`src/l2_console_pkg.sv`:
```
// L2 console shared definitions
`default_nettype none

package l2_console_pkg;

  // Bus widths
  localparam int ADDR_W = 16;  // Word address
  localparam int DATA_W = 32;  // Memory word
  localparam int CHAR_W = 8;   // Console character

  // Mailbox addresses, never stored in memory
  localparam logic [ADDR_W-1:0] STDOUT_ADDR = 16'hFFF4;  // Low byte goes to console
  localparam logic [ADDR_W-1:0] EXIT_ADDR   = 16'hFFF0;  // First nonzero write wins

  // Decoded destination of one access
  typedef enum logic [1:0] {
    SEL_MEM    = 2'd0,  // Backing array
    SEL_STDOUT = 2'd1,  // Console mailbox
    SEL_EXIT   = 2'd2,  // Exit code mailbox
    SEL_NONE   = 2'd3   // Out of range
  } mbox_sel_e;

  // Serializer FSM
  typedef enum logic [1:0] {
    TX_IDLE  = 2'd0,  // Line high, waiting for a character
    TX_START = 2'd1,  // Start bit, line low
    TX_DATA  = 2'd2,  // Data bits, LSB first
    TX_STOP  = 2'd3   // Stop bit, line high
  } tx_state_e;

endpackage

`default_nettype wire

```
`src/console_tx.sv`:
```
// 8N1 console serializer
`timescale 1ns/1ps
`default_nettype none

module console_tx
  import l2_console_pkg::*;
#(
  parameter int CLKS_PER_BIT = 4  // Cycles per bit time
) (
  input  wire logic              clk,
  input  wire logic              rst_i,
  input  wire logic              empty_i,
  input  wire logic [CHAR_W-1:0] head_i,
  output logic                   pop_o,   // One-cycle pulse
  output logic                   tx_o,    // Serial line, idles high
  output logic                   busy_o
);

  localparam int CNT_W = (CLKS_PER_BIT > 1) ? $clog2(CLKS_PER_BIT) : 1;
  localparam int IDX_W = $clog2(CHAR_W);

  tx_state_e         state;
  logic [CNT_W-1:0]  bit_cnt;   // Cycles into current bit
  logic [IDX_W-1:0]  bit_idx;   // Data bit being sent
  logic [CHAR_W-1:0] shift_q;   // Remaining data bits
  logic              bit_end;

  assign bit_end = (bit_cnt == CNT_W'(CLKS_PER_BIT - 1));
  assign pop_o   = (state == TX_IDLE) && !empty_i;  // First idle cycle with data
  assign busy_o  = (state != TX_IDLE);

  always_ff @(posedge clk) begin
    if (rst_i) begin
      state   <= TX_IDLE;
      tx_o    <= 1'b1;
      bit_cnt <= '0;
      bit_idx <= '0;
    end else begin
      case (state)
        TX_IDLE: begin
          bit_cnt <= '0;
          if (pop_o) begin
            state <= TX_START;
            tx_o  <= 1'b0;  // Start bit begins with the pop
          end
        end
        TX_START: begin
          if (bit_end) begin
            state   <= TX_DATA;
            tx_o    <= shift_q[0];
            bit_cnt <= '0;
            bit_idx <= '0;
          end else begin
            bit_cnt <= bit_cnt + 1'b1;
          end
        end
        TX_DATA: begin
          if (bit_end) begin
            bit_cnt <= '0;
            if (bit_idx == IDX_W'(CHAR_W - 1)) begin
              state <= TX_STOP;
              tx_o  <= 1'b1;  // Stop bit
            end else begin
              bit_idx <= bit_idx + 1'b1;
              tx_o    <= shift_q[1];  // Next LSB
            end
          end else begin
            bit_cnt <= bit_cnt + 1'b1;
          end
        end
        TX_STOP: begin
          if (bit_end) begin
            state   <= TX_IDLE;
            bit_cnt <= '0;
          end else begin
            bit_cnt <= bit_cnt + 1'b1;
          end
        end
        default: state <= TX_IDLE;
      endcase
    end
  end

  // Frame data, latched on pop and shifted per bit
  always_ff @(posedge clk) begin
    if (pop_o) begin
      shift_q <= head_i;
    end else if ((state == TX_DATA) && bit_end) begin
      shift_q <= shift_q >> 1;
    end
  end

  // Line idles high
  a_idle_high: assert property (@(posedge clk) disable iff (rst_i)
    (state == TX_IDLE) |-> tx_o);

endmodule

`default_nettype wire

```
`config.mk`:
```
export PLATFORM = sky130hd
export DESIGN_NAME = console_tx
export DESIGN_NICKNAME = d
export VERILOG_FILES = /design/src/l2_console_pkg.sv /design/src/console_tx.sv
export SDC_FILE = /design/constraint.sdc
export NUM_CORES = 1
export LEC_CHECK = 0
export BUFFER_PORTS_ARGS = -buffer_cell sky130_fd_sc_hd__buf_2
export CAP_MARGIN = 20
export CORE_MARGIN = 3
export CORE_UTILIZATION = 53
export DETAILED_ROUTE_END_ITERATION = 16
export PLACE_DENSITY = 0.76
export RECOVER_POWER = 25
export SLEW_MARGIN = 5
export SYNTH_ARGS = -nofsm -noshare
export SYNTH_HDL_FRONTEND = slang
export SYNTH_SLANG_ARGS = --single-unit
```
`constraint.sdc`:
```
create_clock -name clk -period 1.85 [get_ports clk]
set_input_delay 0.0925 -clock clk [delete_from_list [all_inputs] [get_ports clk]]
set_output_delay 0.0925 -clock clk [all_outputs]
set_load 0.03 [all_outputs]
```
==> reports/metrics.yaml <==
cts_resized: 0
cts_tree: "done"
crit_path_end_kind: "register"
cp_top_family: "compound AO/OA/AOI/OAI gates"
root_buffer: "clkbuf_4"
comb_power_share: 0.457
power_mw: 1.37
num_vias: 600
grt_pass1_wl_um: 2370
r2r_setup_slack_ps: 180
syn_inst: 74
io_pins: 14
ys_ff_latch: 16
netlist.area_leader.share: 0.277
worstMarginPinSlew_ps: 414
fin_worst_skew_ps: 3.14
grt_antenna_before_repair: 0
drtAntennaViolNets: 0
core_area_um2: 1420
min_period_over_period: 0.902
start_util: 0.614
avgSynthCellArea_um2: 11.7
syn_to_final_growth_pct: 13.7
cts_max_level: 1
fmax_mhz: 600
clkPwrFrac: 0.133
path_class: "register to register"
arrival_ps: 1840
die_w_um: 46.5
clk_pin_slew_ps: 90
status: "finished, final reports clean"
io_buffers: 13
synth_nets: 94
p_leak_nw: 0.424
slew_viol_final: 0
cts_hold_buf: 0
switching_share: 0.359
worstPathBufferInverterCount: 1
clkSinkCount: 16
hold_viol_final: 0
cts_buffers: 3
ys_types: 22
fin_ws_ps: 182
drt_wl_total_um: 1420
cp.required_ps: 2020
multiInputGateArea_um2: 453
grt.overflow.total: 0
track_usage: 0.155
yosysWarnings: 0
slew_headroom: 0.721
yosys.area.top_type: "edfxtp_1"
layout_commonest_cell: "buf_2"
diodes: 0
hpwl_um: 1120
drive_gt1_frac: 0.293
die_h_um: 46.5
fp-row-count: 13
clk_path_buf_depth: 2
rsz0062_at_grt: "false"
syn_area_um2: 868
drtIter0Drc: 10
clkLatencyLatePin_ps: 270
grt_start_max_net_pins: 11
regArea_um2: 400
hp-class: "primary input to register"
finalSetupTns_ps: 0
post-place-ws_ps: 186
path_cells: "inv_1, ha_1, o21ba_4, o31a_1, a311o_1"
grt_pass1_vias: 569
seqPwrFrac: 0.409
p_int_mw: 0.881
setup_violations: 0
crit_path_start_kind: "register"
route.detailed.drc: 0
cp_slowest_cell: "dfxtp_1"
gp_congestion: 0.800
post-cts-setup-buffers: 0
final_nets: 113
wire_per_inst_um: 13.2
vias_per_cell: 5.61
fill_cells: 114
yosysSeqAreaShare: 0.461
maxCapViolCount: 0
period_minus_slack_ps: 1670
dieArea_um2: 2160
dr.pass1.iters: 4
p_per_area_nw_per_um2: 1390
cp_max_fo: 5
ir_drop_v: 0.000808
layout_common_cells: "buf_2 (11), ha_1 (9), nand2_1 (8), dfxtp_1 (8), edfxtp_1 (8)"
slowest_delay_ps: 420
net-switching-power_mw: 0.494
yosys-top-cells-area: "edfxtp_1 (28%), dfxtp_1 (18%), ha_1 (13%)"
logic make-up after synthesis:
| kind of cell | share of synthesized area |
|---|---|
| buffers and inverters | 0.0216 |
| AO/OA/AOI/OAI | 0.134 |
| multiplexers | 0.114 |
| AND/OR/NAND/NOR | 0.140 |
| flip-flops | 0.461 |
| adder cells (fa/ha/maj) | 0.130 |
synthesized netlist by cell type, drive strengths merged:
library cell  n
nor2b         1
nor4b         1
nor2          1
nor3          1
ha            9
nor4          1
mux2i         2
a311o         1
nand2         8
inv           5
edfxtp        8
a21o          1
a2111oi       1
o31a          1
and3b         2
a21oi         3
mux2          7
o21ai         6
dfxtp         8
o21ba         1
nor3b         1
and2          5
layer usage:
layer / wire length [um] / vias to the layer above / part of all wire / GRT usage
met5: 0 / - / 0 / 0
met4: 0 / 0 / 0 / 0.0341
met3: 75 / 0 / 0.053 / 0.0391
met2: 694 / 14 / 0.49 / 0.258
met1: 646 / 281 / 0.46 / 0.200
li1: - / 305 / - / -
path summary, 6_finish.rpt:
kind / startpoint / end / cells past startpoint
max: state[0] / tx_o / 5
min: rst_i / bit_idx[0] / 2
max reg2reg: state[0] / tx_o / 5
min reg2reg: bit_cnt[0] / bit_cnt[0] / 1
flip-flops by register name, summed over array words and instances (netlist names):
signal and cells:
state 2, bit_idx 3, bit_cnt 2, tx_o 1
shift_q 8
per-stage QoR:
step | instances | util | cell area (um2) | hold slack (ps)
3_3_place_gp | 103 | 0.682 | 965 | 359
6_report | 107 | 0.698 | 987 | 75.7
2_1_floorplan | 74 | - | 873 | 162
3_5_place_dp | 103 | 0.682 | 965 | 368
5_1_grt | 107 | 0.698 | 987 | 67.2
4_1_cts | 107 | 0.700 | 991 | 67.8
final cells by class:
| type | instances | area share |
|---|---|---|
| multi-input combinational | 53 | 0.459 |
| timing repair buffer | 14 | 0.0710 |
| tap | 15 | 0.0190 |
| sequential | 16 | 0.406 |
| clock buffer | 4 | 0.0266 |
| inverter | 5 | 0.0190 |
power groups by stage:
stage          Clock (mW)  Combinational (mW)  Sequential (mW)
2_1_floorplan           0               0.486            0.576
3_3_place_gp            0               0.628            0.567
3_5_place_dp            0               0.641            0.571
4_1_cts             0.191               0.644            0.563
5_1_grt             0.213               0.692            0.577
6_report            0.183               0.629            0.563
(Power assumes the default switching activity.)
