<file path="src/l2_console_pkg.sv">
// L2 console shared definitions
`default_nettype none

package l2_console_pkg;

  // Bus widths
  localparam int ADDR_W = 16;  // Word address
  localparam int DATA_W = 32;  // Memory word
  localparam int CHAR_W = 8;   // Console character

  // Mailbox addresses, never stored in memory
  localparam logic [ADDR_W-1:0] STDOUT_ADDR = 16'hFFF4;  // Low byte goes to console
  localparam logic [ADDR_W-1:0] EXIT_ADDR   = 16'hFFF0;  // First nonzero write wins

  // Decoded destination of one access
  typedef enum logic [1:0] {
    SEL_MEM    = 2'd0,  // Backing array
    SEL_STDOUT = 2'd1,  // Console mailbox
    SEL_EXIT   = 2'd2,  // Exit code mailbox
    SEL_NONE   = 2'd3   // Out of range
  } mbox_sel_e;

  // Serializer FSM
  typedef enum logic [1:0] {
    TX_IDLE  = 2'd0,  // Line high, waiting for a character
    TX_START = 2'd1,  // Start bit, line low
    TX_DATA  = 2'd2,  // Data bits, LSB first
    TX_STOP  = 2'd3   // Stop bit, line high
  } tx_state_e;

endpackage

`default_nettype wire

</file>
<file path="src/char_fifo.sv">
// Console character FIFO
`timescale 1ns/1ps
`default_nettype none

module char_fifo
  import l2_console_pkg::*;
#(
  parameter int FIFO_DEPTH = 8  // Power of two
) (
  input  wire logic              clk,
  input  wire logic              rst_i,
  input  wire logic              push_i,
  input  wire logic [CHAR_W-1:0] push_data_i,
  input  wire logic              pop_i,
  output logic      [CHAR_W-1:0] head_o,     // Show-ahead
  output logic                   empty_o,
  output logic                   overflow_o  // Sticky
);

  localparam int PTR_W = (FIFO_DEPTH > 1) ? $clog2(FIFO_DEPTH) : 1;
  localparam int CNT_W = PTR_W + 1;

  // Pointer wrap relies on a power-of-two depth
  if (FIFO_DEPTH != (1 << PTR_W)) begin : g_depth_chk
    $error("char_fifo depth must be a power of two");
  end

  logic [CHAR_W-1:0] buf_q [FIFO_DEPTH];
  logic [PTR_W-1:0]  wr_ptr;
  logic [PTR_W-1:0]  rd_ptr;
  logic [CNT_W-1:0]  count;

  logic full;
  logic push_ok;
  logic pop_ok;

  assign full    = (count == CNT_W'(FIFO_DEPTH));
  assign empty_o = (count == '0);
  assign head_o  = buf_q[rd_ptr];
  assign pop_ok  = pop_i && !empty_o;
  assign push_ok = push_i && (!full || pop_ok);  // Pop frees a slot this cycle

  // Storage
  always_ff @(posedge clk) begin
    if (push_ok) begin
      buf_q[wr_ptr] <= push_data_i;
    end
  end

  // Pointers and occupancy
  always_ff @(posedge clk) begin
    if (rst_i) begin
      wr_ptr <= '0;
      rd_ptr <= '0;
      count  <= '0;
    end else begin
      if (push_ok) begin
        wr_ptr <= wr_ptr + 1'b1;
      end
      if (pop_ok) begin
        rd_ptr <= rd_ptr + 1'b1;
      end
      case ({push_ok, pop_ok})
        2'b10:   count <= count + 1'b1;
        2'b01:   count <= count - 1'b1;
        default: count <= count;  // Both or neither
      endcase
    end
  end

  // Dropped character flag
  always_ff @(posedge clk) begin
    if (rst_i) begin
      overflow_o <= 1'b0;
    end else if (push_i && !push_ok) begin
      overflow_o <= 1'b1;
    end
  end

  // Consumer only pops what is there
  a_no_pop_empty: assert property (@(posedge clk) disable iff (rst_i)
    pop_i |-> !empty_o);

endmodule

`default_nettype wire

</file>
<file path="config.mk">
export PLATFORM = sky130hd
export DESIGN_NAME = char_fifo
export DESIGN_NICKNAME = d
export VERILOG_FILES = /design/src/l2_console_pkg.sv /design/src/char_fifo.sv
export SDC_FILE = /design/constraint.sdc
export NUM_CORES = 1
export LEC_CHECK = 0
export ABC_AREA = 1
export BUFFER_PORTS_ARGS = -buffer_cell sky130_fd_sc_hd__buf_4
export CAP_MARGIN = 20
export CORE_ASPECT_RATIO = 0.75
export CORE_MARGIN = 2
export CORE_UTILIZATION = 35
export DETAILED_ROUTE_END_ITERATION = 16
export GPL_TIMING_DRIVEN = 0
export PLACE_DENSITY_LB_ADDON = 0.2
export SYNTH_ARGS = -nofsm -noshare
export SYNTH_HDL_FRONTEND = slang
export SYNTH_SLANG_ARGS = --single-unit
export TNS_END_PERCENT = 50
</file>
<file path="constraint.sdc">
create_clock -name clk -period 4.9 [get_ports clk]
set_input_delay 0.245 -clock clk [delete_from_list [all_inputs] [get_ports clk]]
set_output_delay 0.245 -clock clk [all_outputs]
set_load 0.01 [all_outputs]
</file>
==> results.cfg, run 1 <==
[status]
status = completed

[clocking]
postCtsSetupRepairBufs = 0
path_clk_slew_ps = 60
hold_buffers = 0
clkSinkCount = 78
cts_tree = done
cts_made_buffers = 9
ctsResizeCount = 0
htreeDepth = 3
cts_max_path_buffers = 2
clockRootBuffer = clkbuf_16
clock_latency_ps = 340

[floorplan]
initial_utilization_pct = 35.8
chipWidth_um = 115
coreArea_um2 = 9010
dieArea_um2 = 10000
rows = 30
pin_count = 22
fp.dieH_um = 87.2

[routing]
antenna_left = 0
routed_wl_um = 6870
drc = 0
first_iter_violations = 143
wl_per_cell_um = 16.5
vias = 2041
dr.pass1.iters = 4
routed_via_density = 4.92

[yosys]
ys_ff_latch = 78
synth_area_leaders = edfxtp_1 60%, dfxtp_1 8.7%, mux2i_1 5.0%
synth_top_cell_area_share_pct = 59.5
syn_area_um2 = 3230
synth_warnings = 0
synth_top_area_cell = edfxtp_1
synth_edf_count = 64
synth.avg_cell_area_um2 = 12.1
async_reset_ff_share_pct = 0
netlist_instances = 266
synth_ff_type = edfxtp_1
ys_top_cells_by_count = 64 x edfxtp_1, 40 x nand2_1, 38 x nor2_1
yosys.cell_count.top_type = edfxtp_1
synth_nets = 283
synth_cell_types = 26
seq_area_frac_synth_pct = 68.2

[power_and_ir_drop]
cellLeakagePower_nw = 1.41
clock_power_share_pct = 31.7
p_per_area_nw_per_um2 = 497
p_seq_share_pct = 42.3
power.internal_mw = 1.31
ir_drop_v = 0.000183
p_comb_share_pct = 26.0
power_switching_mw = 0.567
swShare_pct = 30.1

[sta]
relSlewSlack_pct = 32.5
fin_crit_ps = 2070
setup_viol = 0
hold_violations = 0
fmax_mhz = 482
tightest_slew_ps = 1010
fin_ws_ps = 2830
skew_ps = 9.70
drv_slew = 0
timing.final.crit_share_pct = 42.3
grt_setup_unrepaired = no
finalSetupTns_ps = 0

[layout]
drive_gt1_share_pct = 16.5
final_nets = 315
antennaDiodeCount = 0
synthToLayoutAreaGrowth_pct = 17.4

[min_path]
hold_path.class = in -> reg
whs_path_depth = 2
holdPathEnd = wr_ptr[0]
worst_hold_startpoint = rst_i

[run]
maxCapViolations = 0

[critical_path]
cp-end-kind = output pin
timing.rr.end = buf_q[0][0]
cp.arrival_ps = 1830
cp_max_fo = 10
start_kind = flip-flop
worstReg2RegStart = count[1]
critPathKind = reg -> out
crit_required_ps = 4660
r2r_cells = 6
regToRegSetupSlack_ps = 2840

[place]
hpwl_um = 4530
dp_slack_ps = 2810
gp_congestion = 0.777
portBuffers = 21

[grt]
grt_start_max_net_pins = 13
grt_remaining_overflow = 0
antenna_found_initial = 0
grt_pass1_wl_um = 10800
grt_pass1_vias = 1956
grtUsageTotal_pct = 15.3
power groups by stage:
stage	registers [mW]	clock network, mW	logic, mW
after global placement	0.808	0	0.493
after floorplan	0.801	0	0.333
after detailed placement	0.809	0	0.497
after CTS	0.796	0.610	0.498
after global routing	0.802	0.641	0.555
final	0.796	0.596	0.490
registers in the layout, summed over array words and instances (netlist names), named ones only:
name	flops
buf_q	64
count	4
overflow_o	1
rd_ptr	3
wr_ptr	3
worst max-delay path by stage:
stage	slack, ps	cells past startpoint	to
3_3_place_gp	2840	6	buf_q[0][0]
5_1_grt	2650	6	buf_q[4][1]
4_1_cts	2790	6	buf_q[0][0]
3_5_place_dp	2810	6	buf_q[0][0]
2_1_floorplan	3230	13	count[3]
6_report	2830	6	head_o[6]
placed cells by master, fill, tap and decap left out, drive strengths merged:
cell    netlist  layout
a21oi         7       7
and3          1       1
buf           6      27
clkbuf        3      17
clkinv        0       2
dfxtp        14      14
edfxtp       64      64
fa            1       1
ha            4       4
inv          18      18
mux2i        16      16
nand2        43      43
nand3        11      11
nor2         41      41
o21ai        20      20
o22ai        16      16
xnor2         1       1
metrics by stage:
stage | cell area, um^2 | std cells | hold slack (ps) | utilization, % | power, mW
4_1_cts | 3790 | 415 | 64.8 | 42.1 | 1.90
3_5_place_dp | 3530 | 399 | 426 | 39.2 | 1.31
6_report | 3790 | 415 | 74.7 | 42.1 | 1.88
3_3_place_gp | 3530 | 399 | 424 | 39.2 | 1.30
2_1_floorplan | 3230 | 266 | 314 | - | 1.13
5_1_grt | 3790 | 415 | 79.4 | 42.1 | 2.00
cell families after synthesis:
logic type | synth area share [%]
muxes | 4.96
DFF | 68.2
and+or+nand+nor | 13.2
AOI/OAI and AO/OA | 7.40
buffers and inverters | 3.84
adders and majority gates | 2.17
xor gates and xnor gates | 0.271
area by class of cell:
type                    count  area (um^2)
multi-input cells         161          903
fillers                   866         5220
plain buffers               9         51.3
well taps                 112          140
flip-flops and latches     78         2200
clock inverters             2         10.0
inverters                  18         72.6
clock buffers              14          254
repair buffers             21          158
routing by layer:
metal,GRT usage (%),vias up,wire (um)
li1,-,1001,-
met1,22.1,968,3200
met2,21.5,64,3030
met3,4.66,8,547
met4,6.24,0,89
met5,0,-,0
critical path, cell delays in order (launching register included):
cell and delay, ps:
dfxtp_1 390, clkbuf_1 440, o21ai_0 180, o22ai_1 180, nand2_1 70, nand2_1 110, buf_4 120
Power figures use the tool's default switching activity.
==> run 2, diff against run 1 <==
==> constraint.sdc (replaced) <==
create_clock -name clk -period 2 [get_ports clk]
set_input_delay 0.1 -clock clk [delete_from_list [all_inputs] [get_ports clk]]
set_output_delay 0.1 -clock clk [all_outputs]
set_load 0.01 [all_outputs]
==> run 2 against run 1 <==
Routed wire length is 0.28% higher. Sequential power is 140% higher. Largest cell class unchanged. Clock-buffer cell count stayed put. Utilization is 0.82 points higher. Die area stayed put. Non-clock buffer count is 5 higher. Global-route usage hardly changed. Critical path type unchanged. Register-to-register slack worse by 2700 ps. Sequential share of layout area is 1.1 points lower. Via count is 1.0% higher. Setup slack worse by 2700 ps.
==> results.cfg, run 2 (synthesis gave the netlist of run 1 again) <==
[clocking]
postCtsSetupRepairBufs = 0
clockRootBuffer = clkbuf_16
clock_latency_ps = 330
clkSinkCount = 78
cts_max_path_buffers = 2
path_clk_slew_ps = 50
cts_made_buffers = 9
htreeDepth = 3
cts_tree = done

[grt]
grt_pass1_wl_um = 10800
grt_remaining_overflow = 0
antenna_found_initial = 0
grtUsageTotal_pct = 15.3
grt_start_max_net_pins = 13
grt_pass1_vias = 1967

[layout]
stdcell_count = 420
antennaDiodeCount = 0
nFillCells = 858
fin_util_pct = 42.9
final_nets = 320
layout_commonest_cell = edfxtp_1
most-common-layout-cells = 64 x edfxtp_1, 40 x nand2_1, 30 x nor2_1
final_area_um2 = 3860
largest_reg_flops = 64
drive_gt1_share_pct = 19.2
largestRegisters = buf_q x64, count x4
synthToLayoutAreaGrowth_pct = 19.7
regMostFlops = buf_q

[sta]
fin_ws_ps = 82.5
skew_ps = 9.63
setup_viol = 0
finalSetupTns_ps = 0
fmax_mhz = 522
relSlewSlack_pct = 59.6
grt_setup_unrepaired = yes
tightest_slew_ps = 606
drv_slew = 0
hold_violations = 0
fin_crit_ps = 1920
timing.final.crit_share_pct = 95.9

[routing]
drc = 0
wl_per_cell_um = 16.4
antenna_left = 0
dr.pass1.iters = 4
first_iter_violations = 150
vias = 2062
routed_via_density = 4.91
routed_wl_um = 6890

[floorplan]
rows = 30
chipWidth_um = 115
pin_count = 22
fp.dieH_um = 87.2
dieArea_um2 = 10000
initial_utilization_pct = 35.8
coreArea_um2 = 9010

[power_and_ir_drop]
p_per_area_nw_per_um2 = 1200
ir_drop_v = 0.000460
cellLeakagePower_nw = 1.43

[critical_path]
timing.rr.end = count[3]
start_kind = flip-flop
critPathKind = reg -> out
crit_required_ps = 1900
cp-endpoint = head_o[6]
cp-end-kind = output pin
cp_max_fo = 10
regToRegSetupSlack_ps = 150
r2r_cells = 13
cp.arrival_ps = 1820
worstReg2RegStart = count[1]

[place]
dp_slack_ps = -88.3
portBuffers = 21
place_area_um2 = 3530
dp_cells = 399
hpwl_um = 4530
gp_congestion = 0.777

[status]
status = completed

[run]
maxCapViolations = 0

[min_path]
whs_path_depth = 1
hold_path.class = in -> reg
==> run 2: critical path: stages, from the launching register on <==
cell and delay, ps:
dfxtp_1 390, clkbuf_1 430, o21ai_0 180, o22ai_1 180, nand2_1 70, nand2_1 110
buf_4 130
==> run 2: report_power, final <==
part | internal, mW | switching, mW
combinational | 0.487 | 0.737
sequential | 1.87 | 0.0768
clock | 0.871 | 0.586
==> run 2: repair_timing <==
item,CTS,global route
setup endpoints to repair,40,49
hold buffers,5,0
hold endpoints to repair,31,0
resized for setup,3,6
==> run 2: how the worst min path moves through the flow <==
| stage | start | endpoint | slack (ps) |
|---|---|---|---|
| after global placement | rst_i | wr_ptr[0] | 280 |
| after floorplan | rst_i | wr_ptr[0] | 170 |
| final | push_data_i[0] | buf_q[1][0] | 10 |
| after CTS | push_data_i[3] | buf_q[1][3] | 5 |
| after global routing | push_data_i[0] | buf_q[2][0] | 7 |
| after detailed placement | rst_i | wr_ptr[0] | 280 |
==> run 2: through the flow <==
| step | power, mW | hold WS [ps] |
|---|---|---|
| floorplan | 2.78 | 169 |
| global placement | 3.19 | 279 |
| detailed placement | 3.20 | 281 |
| CTS | 4.68 | 4.51 |
| global route | 4.91 | 6.71 |
| finish | 4.63 | 14.0 |
==> run 2: final cells by class <==
cell class / instances / area [um^2] / share of cell area [%]
flip-flops and latches: 78 / 2200 / 57.0
multi-input cells: 161 / 927 / 24.0
clock buffers: 14 / 254 / 6.57
repair buffers: 26 / 208 / 5.37
well taps: 112 / 140 / 3.63
inverters: 18 / 72.6 / 1.88
plain buffers: 9 / 51.3 / 1.33
clock inverters: 2 / 10.0 / 0.259
==> run 2: layer usage <==
metal,wire length (um),GRT usage [%],vias up
li1,-,-,1012
met4,70,6.24,0
met5,0,0,-
met2,3000,21.6,50
met3,414,4.66,6
met1,3400,22.1,994
